[src/design/rhBusPkg.sv]
/*
 * RH11 device bus package
 * Types for the KS-10 style device bus as seen by the RH11 slice.
 * One bus cycle carries a register select, a read or write strobe
 * and a full 36-bit word. The reply is an ack pulse plus data.
 */
package rhBusPkg;

   ////////////////////////////////////////////////////////////
   // Bus word widths
   ////////////////////////////////////////////////////////////

   typedef logic [35:0] devDataT;           // Full KS-10 data word
   typedef logic [1:0]  devAddrT;           // Controller register select

   // Register selects decoded by the controller
   localparam devAddrT addrCs1 = 2'd0;      // Control and status 1
   localparam devAddrT addrCs2 = 2'd1;      // Control and status 2
   localparam devAddrT addrDb  = 2'd2;      // Data buffer

   ////////////////////////////////////////////////////////////
   // Bus cycle and reply
   ////////////////////////////////////////////////////////////

   // One cycle as driven by the processor side
   typedef struct packed {
      devAddrT addr;                        // Register select
      logic    read;                        // Read strobe, single cycle
      logic    write;                       // Write strobe, single cycle
      devDataT data;                        // Write data
   } devCycleT;

   // Controller answer, one cycle wide
   typedef struct packed {
      logic    ack;                         // Operation done
      devDataT data;                        // Read data, zero on writes
   } devReplyT;

endpackage

[src/design/rhRegPkg.sv]
/*
 * RH11 register package
 * Register word type, bit positions inside CS1 and CS2, and the
 * structs passed between the controller pipeline stages.
 */
package rhRegPkg;

   typedef logic [15:0] regWordT;           // Unibus sized register word

   ////////////////////////////////////////////////////////////
   // CS1 bits
   ////////////////////////////////////////////////////////////

   localparam int cs1Go  = 0;               // Start function
   localparam int cs1Tre = 14;              // Transfer error clear

   // Function field, bits 5 to 1, as a mask
   localparam regWordT cs1Func = 16'h003e;

   ////////////////////////////////////////////////////////////
   // CS2 bits
   ////////////////////////////////////////////////////////////

   localparam int cs2Clr = 5;               // Controller clear
   localparam int cs2Ir  = 6;               // Input ready
   localparam int cs2Or  = 7;               // Output ready
   localparam int cs2Dlt = 15;              // Data late

   ////////////////////////////////////////////////////////////
   // Stage structs
   ////////////////////////////////////////////////////////////

   // Decoded pulses out of the first stage, at most one set per op
   typedef struct packed {
      logic    cs1Write;
      logic    cs2Write;
      logic    dbWrite;
      logic    cs1Read;
      logic    cs2Read;
      logic    dbRead;
      regWordT data;                        // Low half of the bus word
   } regStrobeT;

   // Data buffer state as reported in CS2
   typedef struct packed {
      logic ir;                             // Room for another word
      logic outRdy;                         // At least one word held
      logic dlt;                            // Data late latch
   } bufStatusT;

endpackage

[src/design/rhControlStatus.sv]
/*
 * RH11 control and status
 * Holds the CS1 function code, derives the buffer clear from GO,
 * TRE, CLR and device reset, and keeps the data late latch.
 */
module rhControlStatus (
   input  logic                clk,
   input  logic                rst,
   input  logic                devReset,
   input  rhRegPkg::regStrobeT strobes,
   input  logic                dltEvent,
   output logic                bufClear,
   output logic                dlt,
   output rhRegPkg::regWordT   cs1Word
);

   import rhRegPkg::*;

   logic devResetDly;                       // Previous devReset level
   logic resetEdge;                         // First cycle of device reset
   logic goWrite;
   logic treWrite;
   logic clrWrite;
   logic dltClear;

   ////////////////////////////////////////////////////////////
   // Clear sources
   ////////////////////////////////////////////////////////////

   always_ff @(posedge clk)
   begin
      if (rst)
         devResetDly <= 1'b0;
      else
         devResetDly <= devReset;
   end

   assign resetEdge = devReset & ~devResetDly; // One pulse per reset

   assign goWrite  = strobes.cs1Write & strobes.data[cs1Go];
   assign treWrite = strobes.cs1Write & strobes.data[cs1Tre];
   assign clrWrite = strobes.cs2Write & strobes.data[cs2Clr];

   // GO empties the buffer but leaves DLT alone
   assign bufClear = goWrite | treWrite | clrWrite | resetEdge;
   assign dltClear = treWrite | clrWrite | resetEdge;

   ////////////////////////////////////////////////////////////
   // CS1 function register
   ////////////////////////////////////////////////////////////

   always_ff @(posedge clk)
   begin
      if (rst)
         cs1Word <= '0;
      else if (strobes.cs1Write)
         cs1Word <= strobes.data & cs1Func; // GO and TRE never stored
   end

   ////////////////////////////////////////////////////////////
   // Data late latch
   ////////////////////////////////////////////////////////////

   always_ff @(posedge clk)
   begin
      if (rst)
         dlt <= 1'b0;
      else if (dltClear)                    // Clear first
         dlt <= 1'b0;
      else if (dltEvent)
         dlt <= 1'b1;
   end

endmodule

[src/design/rhController.sv]
/*
 * RH11 controller slice, top level
 * Decode, register and buffer update, then read return, on a
 * single-strobe device bus with a one-cycle acknowledge.
 */
module rhController #(
   parameter int bufDepth = 66              // Data buffer words
) (
   input  logic               clk,
   input  logic               rst,
   input  logic               devReset,
   input  rhBusPkg::devCycleT devIn,
   output rhBusPkg::devReplyT devOut
);

   import rhRegPkg::*;

   regStrobeT strobes;                      // Stage one pulses
   regWordT   cs1Word;
   regWordT   dbWord;
   bufStatusT bufRaw;                       // ir and outRdy from the buffer
   bufStatusT bufStatus;                    // With DLT merged in
   logic      bufClear;
   logic      dlt;
   logic      dltEvent;

   rhRegDecode rhRegDecode_i (
      .clk     (clk),
      .rst     (rst),
      .devIn   (devIn),
      .strobes (strobes)
   );

   rhControlStatus rhControlStatus_i (
      .clk      (clk),
      .rst      (rst),
      .devReset (devReset),
      .strobes  (strobes),
      .dltEvent (dltEvent),
      .bufClear (bufClear),
      .dlt      (dlt),
      .cs1Word  (cs1Word)
   );

   rhDataBuffer #(
      .bufDepth (bufDepth)
   ) rhDataBuffer_i (
      .clk      (clk),
      .rst      (rst),
      .bufClear (bufClear),
      .dbWrite  (strobes.dbWrite),
      .dbRead   (strobes.dbRead),
      .dbData   (strobes.data),
      .dbWord   (dbWord),
      .status   (bufRaw),
      .dltEvent (dltEvent)
   );

   assign bufStatus = '{ir: bufRaw.ir, outRdy: bufRaw.outRdy, dlt: dlt};

   rhReadReturn rhReadReturn_i (
      .clk     (clk),
      .rst     (rst),
      .strobes (strobes),
      .dbWord  (dbWord),
      .cs1Word (cs1Word),
      .status  (bufStatus),
      .devOut  (devOut)
   );

endmodule

[src/design/rhDataBuffer.sv]
/*
 * RH11 data buffer
 * Circular FIFO of 16-bit words between the bus and the drive.
 * A DB write pushes, a DB read pops the oldest word. Overrun and
 * underrun are dropped and reported as a data late event. The word
 * at the read pointer is registered every clock for the read path.
 */
module rhDataBuffer #(
   parameter int bufDepth = 66              // Words held
) (
   input  logic                clk,
   input  logic                rst,
   input  logic                bufClear,
   input  logic                dbWrite,
   input  logic                dbRead,
   input  rhRegPkg::regWordT   dbData,
   output rhRegPkg::regWordT   dbWord,
   output rhRegPkg::bufStatusT status,
   output logic                dltEvent
);

   import rhRegPkg::*;

   localparam int ptrWidth = $clog2(bufDepth);
   localparam int cntWidth = $clog2(bufDepth + 1);

   typedef logic [ptrWidth-1:0] bufPtrT;    // Memory index
   typedef logic [cntWidth-1:0] bufCntT;    // 0 to bufDepth inclusive

   localparam bufPtrT lastPtr   = bufPtrT'(bufDepth - 1);
   localparam bufCntT fullCount = bufCntT'(bufDepth);

   regWordT mem [bufDepth];                 // Dual port storage
   bufPtrT  rdPtr;
   bufPtrT  wrPtr;
   bufCntT  depth;                          // Words currently held
   logic    full;
   logic    empty;
   logic    doPush;
   logic    doPop;

   // Pointer step, wraps at the last word rather than at a power of two
   function automatic bufPtrT nextPtr(input bufPtrT ptr);
      if (ptr == lastPtr)
         return '0;
      return ptr + 1'b1;
   endfunction

   assign full   = (depth == fullCount);
   assign empty  = (depth == '0);
   assign doPush = dbWrite & ~full;         // Dropped when full
   assign doPop  = dbRead & ~empty;         // Dropped when empty

   ////////////////////////////////////////////////////////////
   // Pointers and depth
   ////////////////////////////////////////////////////////////

   always_ff @(posedge clk)
   begin
      if (rst || bufClear)                  // Clear beats push and pop
      begin
         rdPtr <= '0;
         wrPtr <= '0;
         depth <= '0;
      end
      else
      begin
         if (doPush)
            wrPtr <= nextPtr(wrPtr);
         if (doPop)
            rdPtr <= nextPtr(rdPtr);
         if (doPush && !doPop)
            depth <= depth + 1'b1;
         else if (doPop && !doPush)
            depth <= depth - 1'b1;
      end
   end

   ////////////////////////////////////////////////////////////
   // Storage and output word
   ////////////////////////////////////////////////////////////

   always_ff @(posedge clk)
   begin
      if (doPush && !bufClear)
         mem[wrPtr] <= dbData;
      dbWord <= mem[rdPtr];                 // Oldest word, one clock behind
   end

   // Overrun or underrun, latched in CS2 as DLT
   assign dltEvent = (dbWrite & full) | (dbRead & empty);

   assign status.ir     = ~full;
   assign status.outRdy = ~empty;
   assign status.dlt    = 1'b0;             // Latch lives in the CS block

endmodule

[src/design/rhReadReturn.sv]
/*
 * RH11 read return stage
 * Acknowledges every decoded operation one clock after the update
 * stage and returns the selected register word on reads.
 */
module rhReadReturn (
   input  logic                clk,
   input  logic                rst,
   input  rhRegPkg::regStrobeT strobes,
   input  rhRegPkg::regWordT   dbWord,
   input  rhRegPkg::regWordT   cs1Word,
   input  rhRegPkg::bufStatusT status,
   output rhBusPkg::devReplyT  devOut
);

   import rhBusPkg::*;
   import rhRegPkg::*;

   regWordT cs2Word;                        // Assembled status view
   regWordT readWord;                       // Zero unless a read
   logic    anyStrobe;
   logic    ackReg;
   devDataT dataReg;

   always_comb
   begin
      cs2Word         = '0;
      cs2Word[cs2Ir]  = status.ir;
      cs2Word[cs2Or]  = status.outRdy;
      cs2Word[cs2Dlt] = status.dlt;         // Value before this read's update
   end

   always_comb
   begin
      readWord = '0;
      if (strobes.cs1Read)
         readWord = cs1Word;
      else if (strobes.cs2Read)
         readWord = cs2Word;
      else if (strobes.dbRead)
         readWord = dbWord;                 // Word about to be popped
   end

   assign anyStrobe = strobes.cs1Write | strobes.cs2Write | strobes.dbWrite |
                      strobes.cs1Read  | strobes.cs2Read  | strobes.dbRead;

   always_ff @(posedge clk)
   begin
      if (rst)
         ackReg <= 1'b0;
      else
         ackReg <= anyStrobe;               // Single cycle, strobes are pulses
   end

   always_ff @(posedge clk)
   begin
      dataReg <= devDataT'(readWord);       // Zero extended to 36 bits
   end

   assign devOut = '{ack: ackReg, data: dataReg};

endmodule

[src/design/rhRegDecode.sv]
/*
 * RH11 register decode stage
 * Captures one device bus cycle and turns it into a single
 * per-register pulse one clock later. The bus word is cut
 * down to the 16-bit register width here, once.
 */
module rhRegDecode (
   input  logic                clk,
   input  logic                rst,
   input  rhBusPkg::devCycleT  devIn,
   output rhRegPkg::regStrobeT strobes
);

   import rhBusPkg::*;
   import rhRegPkg::*;

   devCycleT  cycleReg;                     // Sampled bus cycle
   regStrobeT strobeNext;                   // Decoded pulses, not yet registered
   logic      isWrite;
   logic      isRead;

   ////////////////////////////////////////////////////////////
   // Bus sample
   ////////////////////////////////////////////////////////////

   always_ff @(posedge clk)
   begin
      if (rst)
      begin
         cycleReg.read  <= 1'b0;
         cycleReg.write <= 1'b0;
      end
      else
      begin
         cycleReg <= devIn;
      end
   end

   ////////////////////////////////////////////////////////////
   // Address decode
   ////////////////////////////////////////////////////////////

   // Write wins if a cycle shows both strobes
   assign isWrite = cycleReg.write;
   assign isRead  = cycleReg.read & ~cycleReg.write;

   always_comb
   begin
      strobeNext          = '0;
      strobeNext.cs1Write = isWrite && (cycleReg.addr == addrCs1);
      strobeNext.cs2Write = isWrite && (cycleReg.addr == addrCs2);
      strobeNext.dbWrite  = isWrite && (cycleReg.addr == addrDb);
      strobeNext.cs1Read  = isRead  && (cycleReg.addr == addrCs1);
      strobeNext.cs2Read  = isRead  && (cycleReg.addr == addrCs2);
      strobeNext.dbRead   = isRead  && (cycleReg.addr == addrDb);
      strobeNext.data     = regWordT'(cycleReg.data); // Drop bits 35:16
   end

   // Second register, pulses seen by the update stage
   always_ff @(posedge clk)
   begin
      if (rst)
      begin
         strobes <= '0;
      end
      else
      begin
         strobes <= strobeNext;
      end
   end

endmodule

[config.mk]
export PLATFORM = sky130hd
export DESIGN_NAME = rhController
export DESIGN_NICKNAME = d
export VERILOG_FILES = /design/src/design/rhBusPkg.sv /design/src/design/rhRegPkg.sv /design/src/design/rhControlStatus.sv /design/src/design/rhController.sv /design/src/design/rhDataBuffer.sv /design/src/design/rhReadReturn.sv /design/src/design/rhRegDecode.sv
export SDC_FILE = /design/constraint.sdc
export NUM_CORES = 1
export LEC_CHECK = 0
export ABC_AREA = 1
export ABC_CLOCK_PERIOD_IN_PS = 8150
export BUFFER_PORTS_ARGS = -buffer_cell sky130_fd_sc_hd__buf_2
export CAP_MARGIN = 25
export CORE_AREA = 2 2 316 318
export DETAILED_ROUTE_END_ITERATION = 8
export DIE_AREA = 0 0 318 320
export PLACE_DENSITY = 0.73
export RECOVER_POWER = 100
export SYNTH_ARGS = -nofsm -noshare
export SYNTH_HDL_FRONTEND = slang
export SYNTH_SLANG_ARGS = --single-unit
[constraint.sdc]
create_clock -name clk -period 8.15 [get_ports clk]
set_input_delay 2.0375 -clock clk [delete_from_list [all_inputs] [get_ports clk]]
set_output_delay 2.0375 -clock clk [all_outputs]
set_load 0.1 [all_outputs]
After elaboration in Yosys (flattened, before gate mapping)
Memories as Yosys holds them, arrays and structs flattened. A register that Yosys moved wholly into a read port is not among the register bits. Index checks and enable logic that the tools add are counted.

Add/sub/neg operators: 4. Equality and inequality tests: 5. Muxes and demuxes: 17. Bitwise operators: 25. Reduce and logical (&&, ||, !) cells: 18.

Operator list (number): 7-bit two-way mux (6); 16-bit two-way mux (2); 7-bit by 1-bit adder with 7-bit output (second input constant) (3); 7-bit equality test (second input constant) (3); 1-bit bitwise OR (11); 1-bit bitwise AND (9); 1-bit logical AND (9); 1-bit two-way mux (8); 7-bit zero test (1); 7-bit by 1-bit subtractor with 7-bit output (second input constant) (1); 6-bit two-way mux (1); 1-bit NOT (5); 1-bit zero test (3); 3-bit OR reduction (1); 2-bit by 1-bit equality test with 1-bit output (second input constant) (1); 2-bit equality test (second input constant) (1); 2-bit zero test (1); 2-bit nonzero test (1); 2-bit OR reduction (1); 1-bit logical OR (1).

Bits in registers: 87. Bits in writable memories: 1056. Output and inout bits: 37. Logic and storage cells: 91. Memories: 1.

Memories: rhDataBuffer_i.mem (depth 66, width 16, rd ports 1, clocked after Yosys merged registers in 1, write ports 1, RTL line rhDataBuffer.sv:33) `regWordT mem [bufDepth];`.

Longest topological paths before layout
Word-level depth: 8. Mapped depth: 18. Depth with buffers taken out: 18.

Cells and area by module
From an unflattened synthesis, not the netlist that was laid out.

Cells, all modules: 4796. Area total of the unflattened synthesis: 48962.0 um^2.

Modules (own cells, without submodules): rhDataBuffer (times used 1, cells an instance 4542, area each 46539.6 um^2, sequential area each 32451.1 um^2); rhRegDecode (times used 1, cells an instance 94, area each 1243.7 um^2, sequential area each 1021.0 um^2); rhReadReturn (times used 1, cells an instance 113, area each 835.8 um^2, sequential area each 340.3 um^2); rhControlStatus (times used 1, cells an instance 47, area each 342.8 um^2, sequential area each 140.1 um^2).

Least setup slack after synthesis
No wires, ideal clock.

Path type: input -> register. Start: input devReset. End: memory rhDataBuffer_i.mem[12][0] (netlist name), enable pin. Setup time: 431 ps. Arrival: 4314 ps. Data required time: 7719 ps. Slack: 3405 ps. Cell stages on the path: 7. Buffers on the path: 0. Path through: inv_1 -> nor2_1 -> nor2_1 -> nand2_1 -> clkinv_1 -> nand4_1 -> nor4_1.

Longest elaborated chain between the ends: 6.

RTL lines: start, declared (RTL line rhController.sv:11) `input logic devReset,`; 1-bit bitwise AND (RTL line rhControlStatus.sv:38) `assign resetEdge = devReset & ~devResetDly;`; 1-bit bitwise OR (RTL line rhControlStatus.sv:45) `assign bufClear = goWrite | treWrite | clrWrite | resetEdge;`; 1-bit zero test (RTL line rhDataBuffer.sv:85) `if (doPush && !bufClear)`; 1-bit logical AND (RTL line rhDataBuffer.sv:85); 1-bit two-way mux (RTL line rhDataBuffer.sv:85); 1-bit two-way mux (implied by the code) (RTL line rhDataBuffer.sv:86) `mem[wrPtr] <= dbData;`; end, declared (RTL line rhDataBuffer.sv:33).

No other way between the ends.

==> flow_summary.json <==
{
  "cts_buffer_depth": 3,
  "worst_path_largest_cell_delay_ns": 2.22,
  "synth_area_um2": 48700,
  "yosysTopAreaCellShare_pct": 66.2,
  "yosysMostFrequentCell": "nand2_1",
  "die_w_um": 318,
  "syn_avg_cell_area_um2": 10.3,
  "p_seq_share_pct": 54.9,
  "worstSkewPairLatency_ns": 0.68,
  "cts_post_setup_buffers_inserted": 0,
  "critical_path.most_common_cell": "nand2_1",
  "tritoncts": "done",
  "wl_per_cell_um": 19.5,
  "fin_cells": 6162,
  "skew_ns": 0.0154,
  "grt_pass1_wl_mm": 181,
  "diodes": 0,
  "synth.distinct_cells": 35,
  "antenna_found_initial": 1,
  "synth_edf_count": 1074,
  "wirelength_mm": 120,
  "critPathTopFamily": "buffers and inverters",
  "cts_resized": 0,
  "drv_slew": 1121,
  "cp.arrival_ns": 6.31,
  "clk_pin_slew_ns": 0.06,
  "maxCapViolations": 17,
  "core_area_um2": 98000,
  "place_congestion": 0.880,
  "cts_made_buffers": 111,
  "critPathSlowestCell": "clkbuf_1",
  "cp.buffers_inverters": 2,
  "run_status": "complete, but fails checks",
  "min_period_ns": 5.74,
  "p_sw_share_pct": 20.2,
  "min_path_type": "reg -> reg",
  "finalHoldViolCount": 0,
  "crit_fanout": 80,
  "areaGrowthSynthToFinish_pct": 10.0,
  "p_switching_w": 0.00241,
  "num-fill-cells": 8063,
  "first_iter_violations": 4206,
  "vias": 32600,
  "ant_nets": 0,
  "synth_flop_cell": "edfxtp_1",
  "p_per_area_nw_per_um2": 223,
  "cts.sinks": 1159,
  "worst_pin_slew_ns": 4.03,
  "grt_usage_pct": 23.4,
  "p_int_w": 0.00954,
  "fmax_ghz": 0.174,
  "grt_pass1_vias": 30800,
  "overflow": 0,
  "grt_max_degree": 214,
  "drc_errors": 0,
  "start_util_pct": 49.7,
  "synth.area.top_cells": "edfxtp_1 (66%), nand2_1 (13%), inv_1 (4.6%), dfxtp_1 (3.5%), nor2_1 (3.5%)",
  "portBuffers": 39,
  "synth-seq-cells": 1159,
  "drive_gt1_share_pct": 4.78,
  "io_pins": 80,
  "finalNetCount": 4834,
  "timing.slew.headroom_pct": -169,
  "fin_setup_tns_ns": 0,
  "place_hpwl_mm": 65.0,
  "synthTopCellsByCount": "nand2_1 (1,658), edfxtp_1 (1,074), inv_1 (599), nor2_1 (449), nand3_1 (307)",
  "critPathRequiredTime_ns": 8.71,
  "combPwrFrac_pct": 2.0,
  "critical_path_class": "reg -> reg",
  "dp_cells": 5952,
  "fin_crit_sh_pct": 70.5,
  "cp_cell_sequence": "clkbuf_1, buf_4, nand2_1, nand3_1, nand2_1, nand2_1, nand2_1, o21ai_0, nand3_1, nor2_1, nor2_1",
  "synthArstFlopShare_pct": 0,
  "cts_hold_buf": 0,
  "die_h_um": 320,
  "firstDrtPassIters": 6,
  "yosysWarnings": 0,
  "end_kind": "flip-flop",
  "p_leak_nw": 22.1,
  "rsz0062_at_grt": "no",
  "violations": "capacitance limit, slew limit",
  "synthCells": 4740,
  "root_buffer": "clkbuf_16",
  "crit_path_start_kind": "flip-flop",
  "setup_viol": 0,
  "viasPerCell": 5.29,
  "seq_area_frac_synth_pct": 69.7,
  "yosysTopAreaCell": "edfxtp_1",
  "row_count": 115,
  "irDropWorstVdd_mv": 0.177,
  "clkPwrFrac_pct": 43.1,
  "cts-htree-levels": 3,
  "die_area_um2": 102000
}
-- power groups by stage --
stage | Sequential (W) | Clock, W | Combinational, W
after floorplan | 0.00672 | 0 | 0.0000879
after global placement | 0.00667 | 0 | 0.000236
after detailed placement | 0.00667 | 0 | 0.000242
after CTS | 0.00654 | 0.00520 | 0.000243
after global routing | 0.00656 | 0.00542 | 0.000254
final | 0.00656 | 0.00515 | 0.000241
-- worst register-to-register path: cells and delay by family, from the launching register on --
kind / cells / cell delay, ns
DFF: 1 / 0.66
AOI/OAI and AO/OA: 1 / 0.64
buffers and inverters: 2 / 3.30
and+or+nand+nor: 8 / 1.03
-- through the flow --
stage / hold slack [ns] / utilization, % / instance area (um^2) / total power (W) / worst slack, ns
floorplan: 0.394 / - / 48800 / 0.00681 / 3.41
global placement: 0.399 / 51.3 / 50300 / 0.00691 / 3.29
detailed placement: 0.400 / 51.3 / 50300 / 0.00691 / 3.76
CTS: 0.409 / 55.1 / 54000 / 0.0120 / 4.42
global route: 0.420 / 54.7 / 53600 / 0.0122 / 2.24
finish: 0.408 / 54.7 / 53600 / 0.0120 / 2.41
-- final timing paths --
check,start,slack (ns),depth (start not counted),to
max reg2reg,rhDataBuffer_i.rdPtr[0],2.41,11,rhDataBuffer_i.dbWord[2]
min reg2reg,rhDataBuffer_i.dbWord[9],0.41,2,rhReadReturn_i.dataReg[9]
max,rhDataBuffer_i.rdPtr[0],2.41,11,rhDataBuffer_i.dbWord[2]
min,rhDataBuffer_i.dbWord[9],0.41,2,rhReadReturn_i.dataReg[9]
-- layer usage --
layer | vias up | track usage (%) | share of wire, % | routed length, um
li1 | 15300 | - | - | -
met1 | 15500 | 31.5 | 39 | 47400
met4 | 0 | 9.52 | 3.9 | 4700
met5 | - | 0 | 0 | 0
met3 | 214 | 4.26 | 9.7 | 11700
met2 | 1558 | 37.6 | 47 | 56500
-- area by class of cell --
cell class	count	area (um^2)	area share (%)
clock inverters	72	674	1.26
flip-flops and latches	1159	34000	63.4
inverters	608	2300	4.28
repair buffers	143	704	1.31
clock buffers	136	3010	5.61
multi-input cells	2757	11400	21.2
well taps	1287	1610	3.00
-- state kept, by name, indices dropped and copies added, names as in the netlist, 5 cells and up --
register,flops
rhDataBuffer_i.mem,1056
rhRegDecode_i.strobes,22
rhRegDecode_i.cycleReg,19
rhDataBuffer_i.dbWord,16
rhReadReturn_i.dataReg,16
rhDataBuffer_i.depth,7
rhDataBuffer_i.rdPtr,7
rhDataBuffer_i.wrPtr,7
rhControlStatus_i.cs1Word,5
-- placed cells by master, fill, tap and decap left out, types with 5 or more instances in the layout --
cell type / netlist / final
nand2_1: 1658 / 1658
o21ai_1: 55 / 49
clkinv_1: 7 / 30
clkinv_2: 0 / 24
nor4_1: 9 / 9
nor3_1: 13 / 13
nand3_1: 307 / 307
buf_2: 88 / 21
a21oi_1: 36 / 36
nand4_1: 21 / 21
o21ai_0: 156 / 162
buf_12: 0 / 5
inv_1: 599 / 599
edfxtp_1: 1074 / 1074
clkinvlp_4: 0 / 5
clkbuf_16: 0 / 113
bufinv_16: 0 / 11
nor2_1: 449 / 446
clkbuf_8: 0 / 9
dfxtp_2: 0 / 10
dfxtp_1: 85 / 73
ha_1: 10 / 10
clkbuf_1: 66 / 113
buf_4: 32 / 16
conb_1: 1 / 20
-- cells by family (layout without fill, tap and decap cells) --
kind of cell / Yosys count / count (layout) / share of synthesized area, %
other: 1 / 20 / 0.00769
AOI/OAI and AO/OA: 258 / 258 / 2.71
and+or+nand+nor: 2460 / 2460 / 19.9
adders and majority gates: 11 / 11 / 0.298
DFF: 1159 / 1159 / 69.7
xor gates and xnor gates: 8 / 8 / 0.144
buffers and inverters: 843 / 959 / 7.23
(Power assumes the default switching activity.)
